===== src/include/predictor_settings.svh =====
`ifndef PREDICTOR_SETTINGS_SVH
`define PREDICTOR_SETTINGS_SVH

// Table geometry for 32 entries per table
`define BTB_INDEX_BITS 5
`define BTB_ADDR_BITS 14

// Resolution queue and producer credit counter
`define BTB_QUEUE_DEPTH 4
`define BTB_CREDIT_BITS 3  // Must hold 0 to BTB_QUEUE_DEPTH

`endif


===== src/hdl/btbPkg.sv =====
package btbPkg;

`include "predictor_settings.svh"

  localparam int tagBits = `BTB_ADDR_BITS - `BTB_INDEX_BITS;

  // 2-bit saturating counter
  typedef enum logic [1:0] {
    strongNot   = 2'd0,
    weakNot     = 2'd1,
    weakTaken   = 2'd2,
    strongTaken = 2'd3
  } counterT;

  typedef struct packed {
    logic [tagBits-1:0]        tag;
    logic                      valid;
    logic [`BTB_ADDR_BITS-1:0] target;
    counterT                   counter;
  } branchEntryT;

  // Return view without a stored target
  typedef struct packed {
    logic [tagBits-1:0]        tag;
    logic                      valid;
    logic [`BTB_ADDR_BITS-1:0] unused;
    counterT                   counter;
  } returnEntryT;

  typedef union packed {
    branchEntryT branch;
    returnEntryT ret;
  } btbEntryT;

  typedef struct packed {
    logic [`BTB_ADDR_BITS-1:0] addr;
    logic                      isReturn;
    logic                      taken;
    logic [`BTB_ADDR_BITS-1:0] target;
  } resolveT;

endpackage


===== src/hdl/btbUpdateIf.sv =====
`timescale 1ns/100ps
`include "predictor_settings.svh"

interface btbUpdateIf;
  import btbPkg::*;

  logic branchWe;
  logic returnWe;
  logic [`BTB_INDEX_BITS-1:0] wrIndex;
  btbEntryT wrEntry;
  logic [`BTB_INDEX_BITS-1:0] rdIndex;  // Index of the queue head
  btbEntryT branchRdEntry;
  btbEntryT returnRdEntry;

  modport resolver (
    output branchWe, returnWe, wrIndex, wrEntry, rdIndex,
    input  branchRdEntry, returnRdEntry
  );

  // Table side answers the read combinationally
  modport tables (
    input  branchWe, returnWe, wrIndex, wrEntry, rdIndex,
    output branchRdEntry, returnRdEntry
  );

endinterface


===== src/hdl/btbUpdateQueue.sv =====
`timescale 1ns/100ps
`include "predictor_settings.svh"

module btbUpdateQueue (
  input  logic            BTBCLK,
  input  logic            rstN,
  input  logic            pushValid,
  input  btbPkg::resolveT pushRecord,
  output logic            headValid,
  output btbPkg::resolveT head,
  input  logic            pop,
  output logic            credit
);
  import btbPkg::*;

  localparam int ptrBits = $clog2(`BTB_QUEUE_DEPTH);
  localparam int cntBits = `BTB_CREDIT_BITS;

  resolveT mem [`BTB_QUEUE_DEPTH];
  logic [ptrBits-1:0] wrPtr;
  logic [ptrBits-1:0] rdPtr;
  logic [cntBits-1:0] count;
  logic popDone;  // Pop taken at the last edge

  function automatic logic [ptrBits-1:0] nextPtr(input logic [ptrBits-1:0] ptr);
    nextPtr = (ptr == ptrBits'(`BTB_QUEUE_DEPTH - 1)) ? '0 : ptr + 1'b1;
  endfunction

  always_ff @(posedge BTBCLK or negedge rstN) begin
    if (!rstN) begin
      wrPtr   <= '0;
      rdPtr   <= '0;
      count   <= '0;
      popDone <= 1'b0;
      credit  <= 1'b0;
    end else begin
      if (pushValid) wrPtr <= nextPtr(wrPtr);
      if (pop) rdPtr <= nextPtr(rdPtr);
      count   <= count + cntBits'(pushValid) - cntBits'(pop);
      popDone <= pop;
      credit  <= popDone;  // Returned one cycle after the pop
    end
  end

  always_ff @(posedge BTBCLK) begin
    if (pushValid) mem[wrPtr] <= pushRecord;
  end

  assign headValid = (count != '0);
  assign head      = mem[rdPtr];

  // Producer must hold a credit
  pushNotFull: assert property (@(posedge BTBCLK) disable iff (!rstN)
    pushValid |-> (count != cntBits'(`BTB_QUEUE_DEPTH)));

  popNotEmpty: assert property (@(posedge BTBCLK) disable iff (!rstN)
    pop |-> (count != '0));

endmodule


===== src/hdl/btbResolve.sv =====
`timescale 1ns/100ps
`include "predictor_settings.svh"

module btbResolve (
  input  logic            headValid,
  input  btbPkg::resolveT head,
  output logic            pop,
  btbUpdateIf.resolver    upd
);
  import btbPkg::*;

  logic [`BTB_INDEX_BITS-1:0] index;
  logic [tagBits-1:0] tag;
  branchEntryT branchOld;
  returnEntryT returnOld;
  logic branchHit;
  logic returnHit;
  btbEntryT newEntry;

  function automatic counterT stepCounter(input counterT cnt, input logic taken);
    case (cnt)
      strongNot:   stepCounter = taken ? weakNot : strongNot;
      weakNot:     stepCounter = taken ? weakTaken : strongNot;
      weakTaken:   stepCounter = taken ? strongTaken : weakNot;
      default:     stepCounter = taken ? strongTaken : weakTaken;
    endcase
  endfunction

  assign index = head.addr[`BTB_INDEX_BITS-1:0];
  assign tag   = head.addr[`BTB_ADDR_BITS-1:`BTB_INDEX_BITS];

  assign upd.rdIndex = index;
  assign upd.wrIndex = index;
  assign pop         = headValid;  // Drain one record per cycle

  assign branchOld = upd.branchRdEntry.branch;
  assign returnOld = upd.returnRdEntry.ret;
  assign branchHit = branchOld.valid && (branchOld.tag == tag);
  assign returnHit = returnOld.valid && (returnOld.tag == tag);

  always_comb begin
    newEntry     = upd.branchRdEntry;
    upd.branchWe = 1'b0;
    upd.returnWe = 1'b0;
    if (headValid && !head.isReturn) begin
      if (branchHit) begin
        upd.branchWe = 1'b1;
        newEntry.branch.counter = stepCounter(branchOld.counter, head.taken);
        // Mispredicted target
        if (head.taken && (branchOld.target != head.target)) begin
          newEntry.branch.target = head.target;
        end
      end else if (head.taken) begin
        upd.branchWe            = 1'b1;  // Allocate
        newEntry.branch.tag     = tag;
        newEntry.branch.valid   = 1'b1;
        newEntry.branch.target  = head.target;
        newEntry.branch.counter = weakTaken;
      end
    end else if (headValid && (returnHit || head.taken)) begin
      upd.returnWe         = 1'b1;
      newEntry.ret.tag     = tag;
      newEntry.ret.valid   = 1'b1;
      newEntry.ret.unused  = '0;
      newEntry.ret.counter = returnHit ? stepCounter(returnOld.counter, head.taken)
                                       : weakTaken;
    end
  end

  assign upd.wrEntry = newEntry;

endmodule


===== src/hdl/btbLookup.sv =====
`timescale 1ns/100ps
`include "predictor_settings.svh"

module btbLookup (
  input  logic                      BTBCLK,
  input  logic                      rstN,
  input  logic                      fetchValid,
  input  logic [`BTB_ADDR_BITS-1:0] fetchAddr,
  btbUpdateIf.tables                upd,
  output logic                      predValid,
  output logic                      predHit,
  output logic                      predTaken,
  output logic                      predReturn,
  output logic [`BTB_ADDR_BITS-1:0] predTarget
);
  import btbPkg::*;

  localparam int depth = 1 << `BTB_INDEX_BITS;

  btbEntryT branchTable [depth];
  btbEntryT returnTable [depth];
  logic [depth-1:0] branchValid;
  logic [depth-1:0] returnValid;

  logic [`BTB_INDEX_BITS-1:0] fetchIndex;
  logic [tagBits-1:0] fetchTag;
  btbEntryT branchRd;
  btbEntryT returnRd;
  btbEntryT branchFetch;
  btbEntryT returnFetch;
  logic conflict;
  logic branchHit;
  logic returnHit;
  logic branchTaken;
  logic returnTaken;

  // Valid bits are held apart from the entry storage
  always_ff @(posedge BTBCLK) begin
    if (upd.branchWe) branchTable[upd.wrIndex] <= upd.wrEntry;
    if (upd.returnWe) returnTable[upd.wrIndex] <= upd.wrEntry;
  end

  always_ff @(posedge BTBCLK or negedge rstN) begin
    if (!rstN) begin
      branchValid <= '0;
      returnValid <= '0;
    end else begin
      if (upd.branchWe) branchValid[upd.wrIndex] <= upd.wrEntry.branch.valid;
      if (upd.returnWe) returnValid[upd.wrIndex] <= upd.wrEntry.ret.valid;
    end
  end

  // Read port for the resolver
  always_comb begin
    branchRd              = branchTable[upd.rdIndex];
    branchRd.branch.valid = branchValid[upd.rdIndex];
    returnRd              = returnTable[upd.rdIndex];
    returnRd.ret.valid    = returnValid[upd.rdIndex];
  end

  assign upd.branchRdEntry = branchRd;
  assign upd.returnRdEntry = returnRd;

  assign fetchIndex = fetchAddr[`BTB_INDEX_BITS-1:0];
  assign fetchTag   = fetchAddr[`BTB_ADDR_BITS-1:`BTB_INDEX_BITS];

  always_comb begin
    branchFetch              = branchTable[fetchIndex];
    branchFetch.branch.valid = branchValid[fetchIndex];
    returnFetch              = returnTable[fetchIndex];
    returnFetch.ret.valid    = returnValid[fetchIndex];
  end

  // A write to the same index this cycle forces a miss
  assign conflict = (upd.branchWe || upd.returnWe) && (upd.wrIndex == fetchIndex);

  assign branchHit = fetchValid && branchFetch.branch.valid
                     && (branchFetch.branch.tag == fetchTag) && !conflict;
  assign returnHit = fetchValid && returnFetch.ret.valid
                     && (returnFetch.ret.tag == fetchTag) && !conflict;

  assign branchTaken = branchHit && (branchFetch.branch.counter != strongNot);
  assign returnTaken = returnHit && (returnFetch.ret.counter != strongNot);

  always_ff @(posedge BTBCLK or negedge rstN) begin
    if (!rstN) begin
      predValid  <= 1'b0;
      predHit    <= 1'b0;
      predTaken  <= 1'b0;
      predReturn <= 1'b0;
    end else begin
      predValid  <= fetchValid;
      predHit    <= branchHit || returnHit;
      predTaken  <= branchTaken || returnTaken;
      predReturn <= returnHit;  // Return wins over branch
    end
  end

  always_ff @(posedge BTBCLK) begin
    predTarget <= branchHit ? branchFetch.branch.target : '0;
  end

endmodule


===== src/hdl/branchPredictor.sv =====
`timescale 1ns/100ps
`include "predictor_settings.svh"

module branchPredictor (
  input  logic                      BTBCLK,
  input  logic                      rstN,
  input  logic                      fetchValid,
  input  logic [`BTB_ADDR_BITS-1:0] fetchAddr,
  input  logic                      resolveValid,
  input  logic [`BTB_ADDR_BITS-1:0] resolveAddr,
  input  logic                      resolveIsReturn,
  input  logic                      resolveTaken,
  input  logic [`BTB_ADDR_BITS-1:0] resolveTarget,
  output logic                      resolveCredit,
  output logic                      predValid,
  output logic                      predHit,
  output logic                      predTaken,
  output logic                      predReturn,
  output logic [`BTB_ADDR_BITS-1:0] predTarget
);
  import btbPkg::*;

  resolveT pushRecord;
  resolveT head;
  logic headValid;
  logic pop;

  btbUpdateIf upd ();

  assign pushRecord = '{addr: resolveAddr, isReturn: resolveIsReturn,
                        taken: resolveTaken, target: resolveTarget};

  btbUpdateQueue queue (
    .BTBCLK     (BTBCLK),
    .rstN       (rstN),
    .pushValid  (resolveValid),
    .pushRecord (pushRecord),
    .headValid  (headValid),
    .head       (head),
    .pop        (pop),
    .credit     (resolveCredit)
  );

  btbResolve resolver (
    .headValid (headValid),
    .head      (head),
    .pop       (pop),
    .upd       (upd.resolver)
  );

  btbLookup lookup (
    .BTBCLK     (BTBCLK),
    .rstN       (rstN),
    .fetchValid (fetchValid),
    .fetchAddr  (fetchAddr),
    .upd        (upd.tables),
    .predValid  (predValid),
    .predHit    (predHit),
    .predTaken  (predTaken),
    .predReturn (predReturn),
    .predTarget (predTarget)
  );

endmodule


===== config.mk =====
export PLATFORM = sky130hd
export DESIGN_NAME = branchPredictor
export DESIGN_NICKNAME = d
export VERILOG_FILES = /design/src/hdl/btbPkg.sv /design/src/hdl/btbUpdateIf.sv /design/src/hdl/btbUpdateQueue.sv /design/src/hdl/btbResolve.sv /design/src/hdl/btbLookup.sv /design/src/hdl/branchPredictor.sv
export VERILOG_INCLUDE_DIRS = /design/src /design/src/include
export SDC_FILE = /design/constraint.sdc
export NUM_CORES = 2
export LEC_CHECK = 0
export BUFFER_PORTS_ARGS = -buffer_cell sky130_fd_sc_hd__buf_4
export CAP_MARGIN = 30
export CORE_UTILIZATION = 50
export DETAILED_ROUTE_END_ITERATION = 10
export GPL_TIMING_DRIVEN = 1
export PLACE_DENSITY = 0.65
export SLEW_MARGIN = 5
export SYNTH_ARGS = -nofsm -noshare
export SYNTH_HDL_FRONTEND = slang
export SYNTH_SLANG_ARGS = --single-unit

===== constraint.sdc =====
create_clock -name BTBCLK -period 9.1 [get_ports BTBCLK]
set_clock_uncertainty 0.2 [all_clocks]
set_input_delay 1.82 -clock BTBCLK [delete_from_list [all_inputs] [get_ports BTBCLK]]
set_output_delay 1.82 -clock BTBCLK [all_outputs]
set_load 0.01 [all_outputs]

Yosys cells after proc, flatten, opt, wreduce, memory -nomap -nowiden
Memories as Yosys holds them, arrays and structs flattened.
Index checks and enable logic that the tools add are counted.
{"block": "totals", "reg_bits": 91, "ram_bits": 1784, "elab_cells": 98, "memories": 3, "inputBits": 48}
{"block": "classes", "muxes": 38, "n_lt_le_gt_ge": 3, "reduce_logical": 26, "n_eq_ne": 12, "addsub": 4}
{"memory": "lookup.branchTable", "words": 32, "word_bits": 26, "read_ports": 2, "rd_ports_with_merged_regs": 0, "write_ports": 1, "line_no": "btbLookup.sv:20", "text": "btbEntryT branchTable [depth];"}
{"memory": "lookup.returnTable", "words": 32, "word_bits": 26, "read_ports": 2, "rd_ports_with_merged_regs": 0, "write_ports": 1, "line_no": "btbLookup.sv:21", "text": "btbEntryT returnTable [depth];"}
{"memory": "queue.mem", "words": 4, "word_bits": 30, "read_ports": 1, "rd_ports_with_merged_regs": 0, "write_ports": 1, "line_no": "btbUpdateQueue.sv:19", "text": "resolveT mem [`BTB_QUEUE_DEPTH];"}
{"op": "2-to-1 mux 26 bit", "count": 3}
{"op": "bitwise mux 32 bit", "count": 2}
{"op": "== test 9 bit", "count": 4}
{"op": "binary-select mux 1 bit (select 5 bit)", "count": 4}
{"op": "2-to-1 mux 1 bit", "count": 18}
{"op": "2-to-1 mux 16 bit", "count": 1}
{"op": "logical AND 1 bit", "count": 15}
{"op": "2-to-1 mux 14 bit", "count": 1}
{"op": "inequality test 14 bit", "count": 1}
{"op": "< comparator 5 x 6 -> 1 bit, second input constant", "count": 2}
{"op": "case mux 2 bit (3 select lines)", "count": 2}
{"op": "2-to-1 mux 10 bit", "count": 1}
{"op": "2-to-1 mux 2 bit", "count": 5}
{"op": "== test 2 bit, second input constant", "count": 4}
{"op": "demux 1 bit (select 5 bit)", "count": 1}
{"op": "== test 5 bit", "count": 1}
{"op": ">= comparator 5 x 1 -> 1 bit, second input constant", "count": 1}
{"op": "adder 2 x 1 -> 2 bit, second input constant", "count": 2}
{"op": "== test 2 x 1 -> 1 bit, second input constant", "count": 2}
{"op": "zero test 2 bit", "count": 2}
{"op": "logical OR 1 bit", "count": 4}
{"op": "nonzero test 2 bit", "count": 2}
{"op": "adder 3 x 1 -> 3 bit", "count": 1}
{"op": "nonzero test 3 bit", "count": 1}
{"op": "other kinds (2)", "count": 3}

Longest topological paths before layout
An unclocked memory read counts as a cell.
{"block": "depth", "word_depth": 14, "mapped_depth": 18, "ltp_nobuf": 11}

Hierarchy
A second synthesis with hierarchy kept.
{"block": "unflattened", "cells_unflattened": 3717, "hier_area_um2": 79817.8}
{"module": "btbLookup", "area_each_um2": 73902.1, "instances": 1, "seq_area_each_um2": 50028.0, "cells_each": 3388}
{"module": "btbUpdateQueue", "area_each_um2": 4825.9, "instances": 1, "seq_area_each_um2": 3828.7, "cells_each": 194}
{"module": "btbResolve", "area_each_um2": 1089.8, "instances": 1, "seq_area_each_um2": 0.0, "cells_each": 135}

Least setup slack after synthesis
OpenSTA, ideal clock, no wires.
{"block": "synth_timing", "kind": "flip-flop to flip-flop", "from": "register queue.rdPtr[1]", "to": "memory lookup.branchTable[0][0] in the netlist's numbering (data pin)", "arrival_time_ns": 7.044, "stages_incl_launch_ff": 15, "setup_slack_ns": 0.848, "n_path_buf": 4, "path_cell_list": "dfrtp_1 -> buf_2 -> mux2i_1 -> mux2_2 -> buf_2 -> buf_2 -> buf_1 -> mux2i_1 -> o32ai_1 -> nor4_1 -> xnor2_1 -> nand4_1 -> o31ai_1 -> and2_1 -> o311ai_0"}
{"block": "synth_via", "elab_chain_len": 8}
{"item": "start, declared", "line_no": "btbUpdateQueue.sv:21", "text": "logic [ptrBits-1:0] rdPtr;"}
{"item": "start signal, assigned", "line_no": "btbUpdateQueue.sv:38", "text": "if (pop) rdPtr <= nextPtr(rdPtr);"}
{"item": "memory read (4 x 30 bit) (*)"}
{"item": "memory read (32 x 26 bit) / binary-select mux 1 bit (select 5 bit) (equally long branches)"}
{"item": "== test 9 bit / 2-to-1 mux 1 bit (equally long branches)", "line_no": "btbResolve.sv:39, btbLookup.sv:58"}
{"item": "logical AND 1 bit", "line_no": "btbResolve.sv:39", "text": "assign returnHit = returnOld.valid && (returnOld.tag == tag);"}
{"item": "logical OR 1 bit", "line_no": "btbResolve.sv:60", "text": "end else if (headValid && (returnHit || head.taken)) begin"}
{"item": "logical AND 1 bit", "line_no": "btbResolve.sv:60"}
{"item": "2-to-1 mux 26 bit", "line_no": "btbResolve.sv:60"}
{"item": "2-to-1 mux 26 bit (*)", "line_no": "btbResolve.sv:45", "text": "if (headValid && !head.isReturn) begin"}
{"item": "net lookup.upd.wrEntry[0]", "line_no": "btbUpdateIf.sv:22", "text": "input branchWe, returnWe, wrIndex, wrEntry, rdIndex,"}
{"item": "end, declared", "line_no": "btbLookup.sv:20"}
The timed path passes the listed nets; every way through them passes the cells marked *. The select of a mux whose other input is x is not followed.

Final worst setup path
{"block": "layout_timing", "from": "register queue.rdPtr[0]", "to": "memory lookup.returnTable[23][23] in the netlist's numbering (enable)"}
{"block": "layout_via", "elab_chain_len": 10}
{"item": "memory read (4 x 30 bit) (*)"}
{"item": "memory read (32 x 26 bit) / binary-select mux 1 bit (select 5 bit) (equally long branches)"}
{"item": "== test 9 bit / 2-to-1 mux 1 bit (equally long branches)", "line_no": "btbResolve.sv:39, btbLookup.sv:58"}
{"item": "logical AND 1 bit", "line_no": "btbResolve.sv:39"}
{"item": "logical OR 1 bit", "line_no": "btbResolve.sv:60"}
{"item": "logical AND 1 bit", "line_no": "btbResolve.sv:60"}
{"item": "2-to-1 mux 1 bit", "line_no": "btbResolve.sv:60"}
{"item": "2-to-1 mux 1 bit", "line_no": "btbResolve.sv:45"}
{"item": "2-to-1 mux 1 bit", "line_no": "btbLookup.sv:40", "text": "if (upd.returnWe) returnTable[upd.wrIndex] <= upd.wrEntry;"}
{"item": "2-to-1 mux 1 bit (implied by the code)", "line_no": "btbLookup.sv:40"}
{"item": "end, declared", "line_no": "btbLookup.sv:21"}
Mark *: on every way between the ends. The rest lies on a longest branch, timed or not. The select of a mux whose other input is x is not followed.

==> results.yml <==
grt:
  use_met3_pct: 6.06
  grt_max_degree: 147
  grt_pass1_vias: 36700
  grt_util_all_layers_pct: 30.1
  use_met2_pct: 47.0
  gr-usage-met1_pct: 41.9
  top_usage_layer: "met2"
  grt_pass1_wl_mm: 271
  overflow: 0
  antenna_found_initial: 1
worst_setup_path:
  r2r_cells: 14
  crit_arrival_ns: 7.86
  crit_start: "queue.rdPtr[0]"
  critical_path_class: "register to register"
  r2r_start: "queue.rdPtr[0]"
  critPathMaxFanout: 18
  critPathRequiredTime_ns: 9.36
  worst_setup_path_end_kind: "register"
  critPathCapture: "lookup.returnTable[23][23]"
  r2r_slack_ns: 1.50
  r2r_end: "lookup.returnTable[23][23]"
  cp-start-kind: "register"
synth:
  ys.flop_type: "edfxtp_1"
  syn_nets: 3684
  post-synth-top-area-cell: "edfxtp_1"
  synth_area_um2: 63400
  synth_seq_cells: 1363
  syn_avg_cell_area_um2: 17.5
  synth_top_area_share_pct: 60.3
  synthArstFlopShare_pct: 5.65
  netlist_instances: 3628
  yosysSeqAreaShare_pct: 63.8
  synth.distinct_cells: 50
  synth_edf_count: 1272
  synth.area.top_cells: "edfxtp_1 60%, mux4_2 15%, mux2i_1 11%"
  yosys_warnings: 0
sta:
  slew_violations: 0
  tightest_slew_ns: 1.07
  setup_tns_ns: 0
  hold_viol: 0
  relSlewSlack_pct: 26.9
  setup_violations: 0
  fin_crit_sh_pct: 83.5
  fmax_mhz: 132
  grt_setup_unrepaired: "false"
  fin_crit_ns: 7.60
  fin_hold_ws_ns: 0.150
pwr:
  power_density_nw_per_um2: 389
  p_leak_nw: 24.8
  ir_drop_uv: 458
run_status:
  status: "completed"
clock_network:
  cts-resized-gates: 0
  path_clk_slew_ns: 0.06
  clock_path_buffers: 3
  cts_buffers: 145
  cts-hold-fix-buffers: 0
  clkLatencyLatePin_ns: 0.80
  h-tree-depth: 4
  clkSinkCount: 1363
  root_buffer: "clkbuf_16"
  cts_tree: "yes"
  cts_setup_buffers: 0
final_layout:
  num-fill-cells: 9495
  final_area_um2: 71500
  final_cell_count_no_fill: 5524
  drive_gt1_share_pct: 24.9
  final_cell_mix: "1272 x edfxtp_1, 715 x mux2i_1, 415 x mux4_2"
  antenna_cells: 0
  final_common_cell: "edfxtp_1"
  final_nets: 3812
  area_delta_synth_final_pct: 12.9
route:
  viasPerCell: 6.76
  drtIter0Drc: 4962
  first_pass_iters: 5
  antenna_left: 0
  route.detailed.drc: 0
  routedWlPerCell_um: 34.6
  finalWirelength_mm: 191
  vias: 37400
hold_path:
  hp-class: "register to register"
placement:
  place_area_um2: 66800
  dp_hpwl_mm: 117
  port_buffers: 66
  gp_congestion: 0.852
  place_inst: 5253
die:
  initial_core_util_pct: 50.4
  die-area_um2: 128000
  io_pins: 67
  core_um2: 126000
  die_x_um: 358
  die_y_um: 358
  rows: 130
flow_run:
  drv_cap: 0
## metal layers
metal,vias to the layer above,wire length [µm]
li1,15100,-
met1,19600,74900
met2,2214,89300
met3,384,19100
met4,0,7960
met5,-,0
## layout make-up
| cell class | count | area (µm²) | share of cell area (%) |
|---|---|---|---|
| timing repair buffer | 242 | 2310 | 3.22 |
| sequential | 1363 | 40400 | 56.5 |
| clock inverter | 78 | 764 | 1.07 |
| inverter | 25 | 93.8 | 0.131 |
| multi-input combinational | 1979 | 22000 | 30.8 |
| clock buffer | 187 | 3880 | 5.43 |
| tap | 1650 | 2060 | 2.89 |
## how the worst min path moves through the flow
stage                        startpoint            to  cells after the start  slack [ns]
after detailed placement  queue.popDone  queue.credit                      0        0.14
after global routing      queue.popDone  queue.credit                      0        0.17
final                     queue.popDone  queue.credit                      0        0.15
after floorplan           queue.popDone  queue.credit                      0        0.13
after global placement    queue.popDone  queue.credit                      0        0.13
after CTS                 queue.popDone  queue.credit                      0        0.15
## power breakdown
| part | leakage, nW | switching, mW | internal [mW] |
|---|---|---|---|
| Clock | 2.25 | 2.49 | 3.36 |
| Sequential | 12.6 | 0.251 | 10.2 |
| Combinational | 10.0 | 7.65 | 3.78 |
## cell families after synthesis
logic type	share of synthesized area, %
DFF	63.8
muxes	26.3
and+or+nand+nor	3.52
buffers and inverters	2.18
AOI/OAI and AO/OA	3.22
xor gates and xnor gates	0.815
adders and majority gates	0.201
## Yosys cell counts, drive strengths merged (14+ instances only)
cell type  number
o22ai          58
xnor2          49
mux2i         715
mux4          417
o21bai         32
dfrtp          77
edfxtp       1272
nor3           51
o32ai          76
dfxtp          14
inv            25
or2            33
clkbuf         75
nor4           25
buf           186
a21oi          35
nor2          258
a22oi          21
a211oi         18
nand2          60
## stage by stage
stage | total power, mW | util, % | setup slack (ns)
2_1_floorplan | 17.3 | - | 0.848
3_3_place_gp | 21.2 | 52.7 | 1.23
3_5_place_dp | 21.9 | 53.1 | 1.65
4_1_cts | 27.7 | 56.8 | 1.56
5_1_grt | 28.6 | 56.9 | 1.31
6_report | 27.8 | 56.9 | 1.50
## critical path, cell delays in order (launching register included)
cell     delay [ns]
dfrtp_2        0.47
buf_4          0.36
mux4_2         0.74
nand2_1        0.14
or2_2          0.70
buf_4          0.33
buf_4          0.32
o32ai_1        0.23
nor4_1         0.97
xnor2_1        0.22
nand2_1        0.13
o41ai_4        0.66
nand4_1        0.62
nor2_1         0.74
buf_4          0.37
## sequential cells by signal, summed over array words and instances, names as in the netlist, 2 cells and up
signal / cells
queue.count: 3
queue.wrPtr: 2
queue.rdPtr: 2
lookup.branchValid: 32
lookup.predTarget: 14
lookup.returnValid: 32
queue.mem: 120
lookup.branchTable: 800
lookup.returnTable: 352
(Power assumes the default switching activity.)
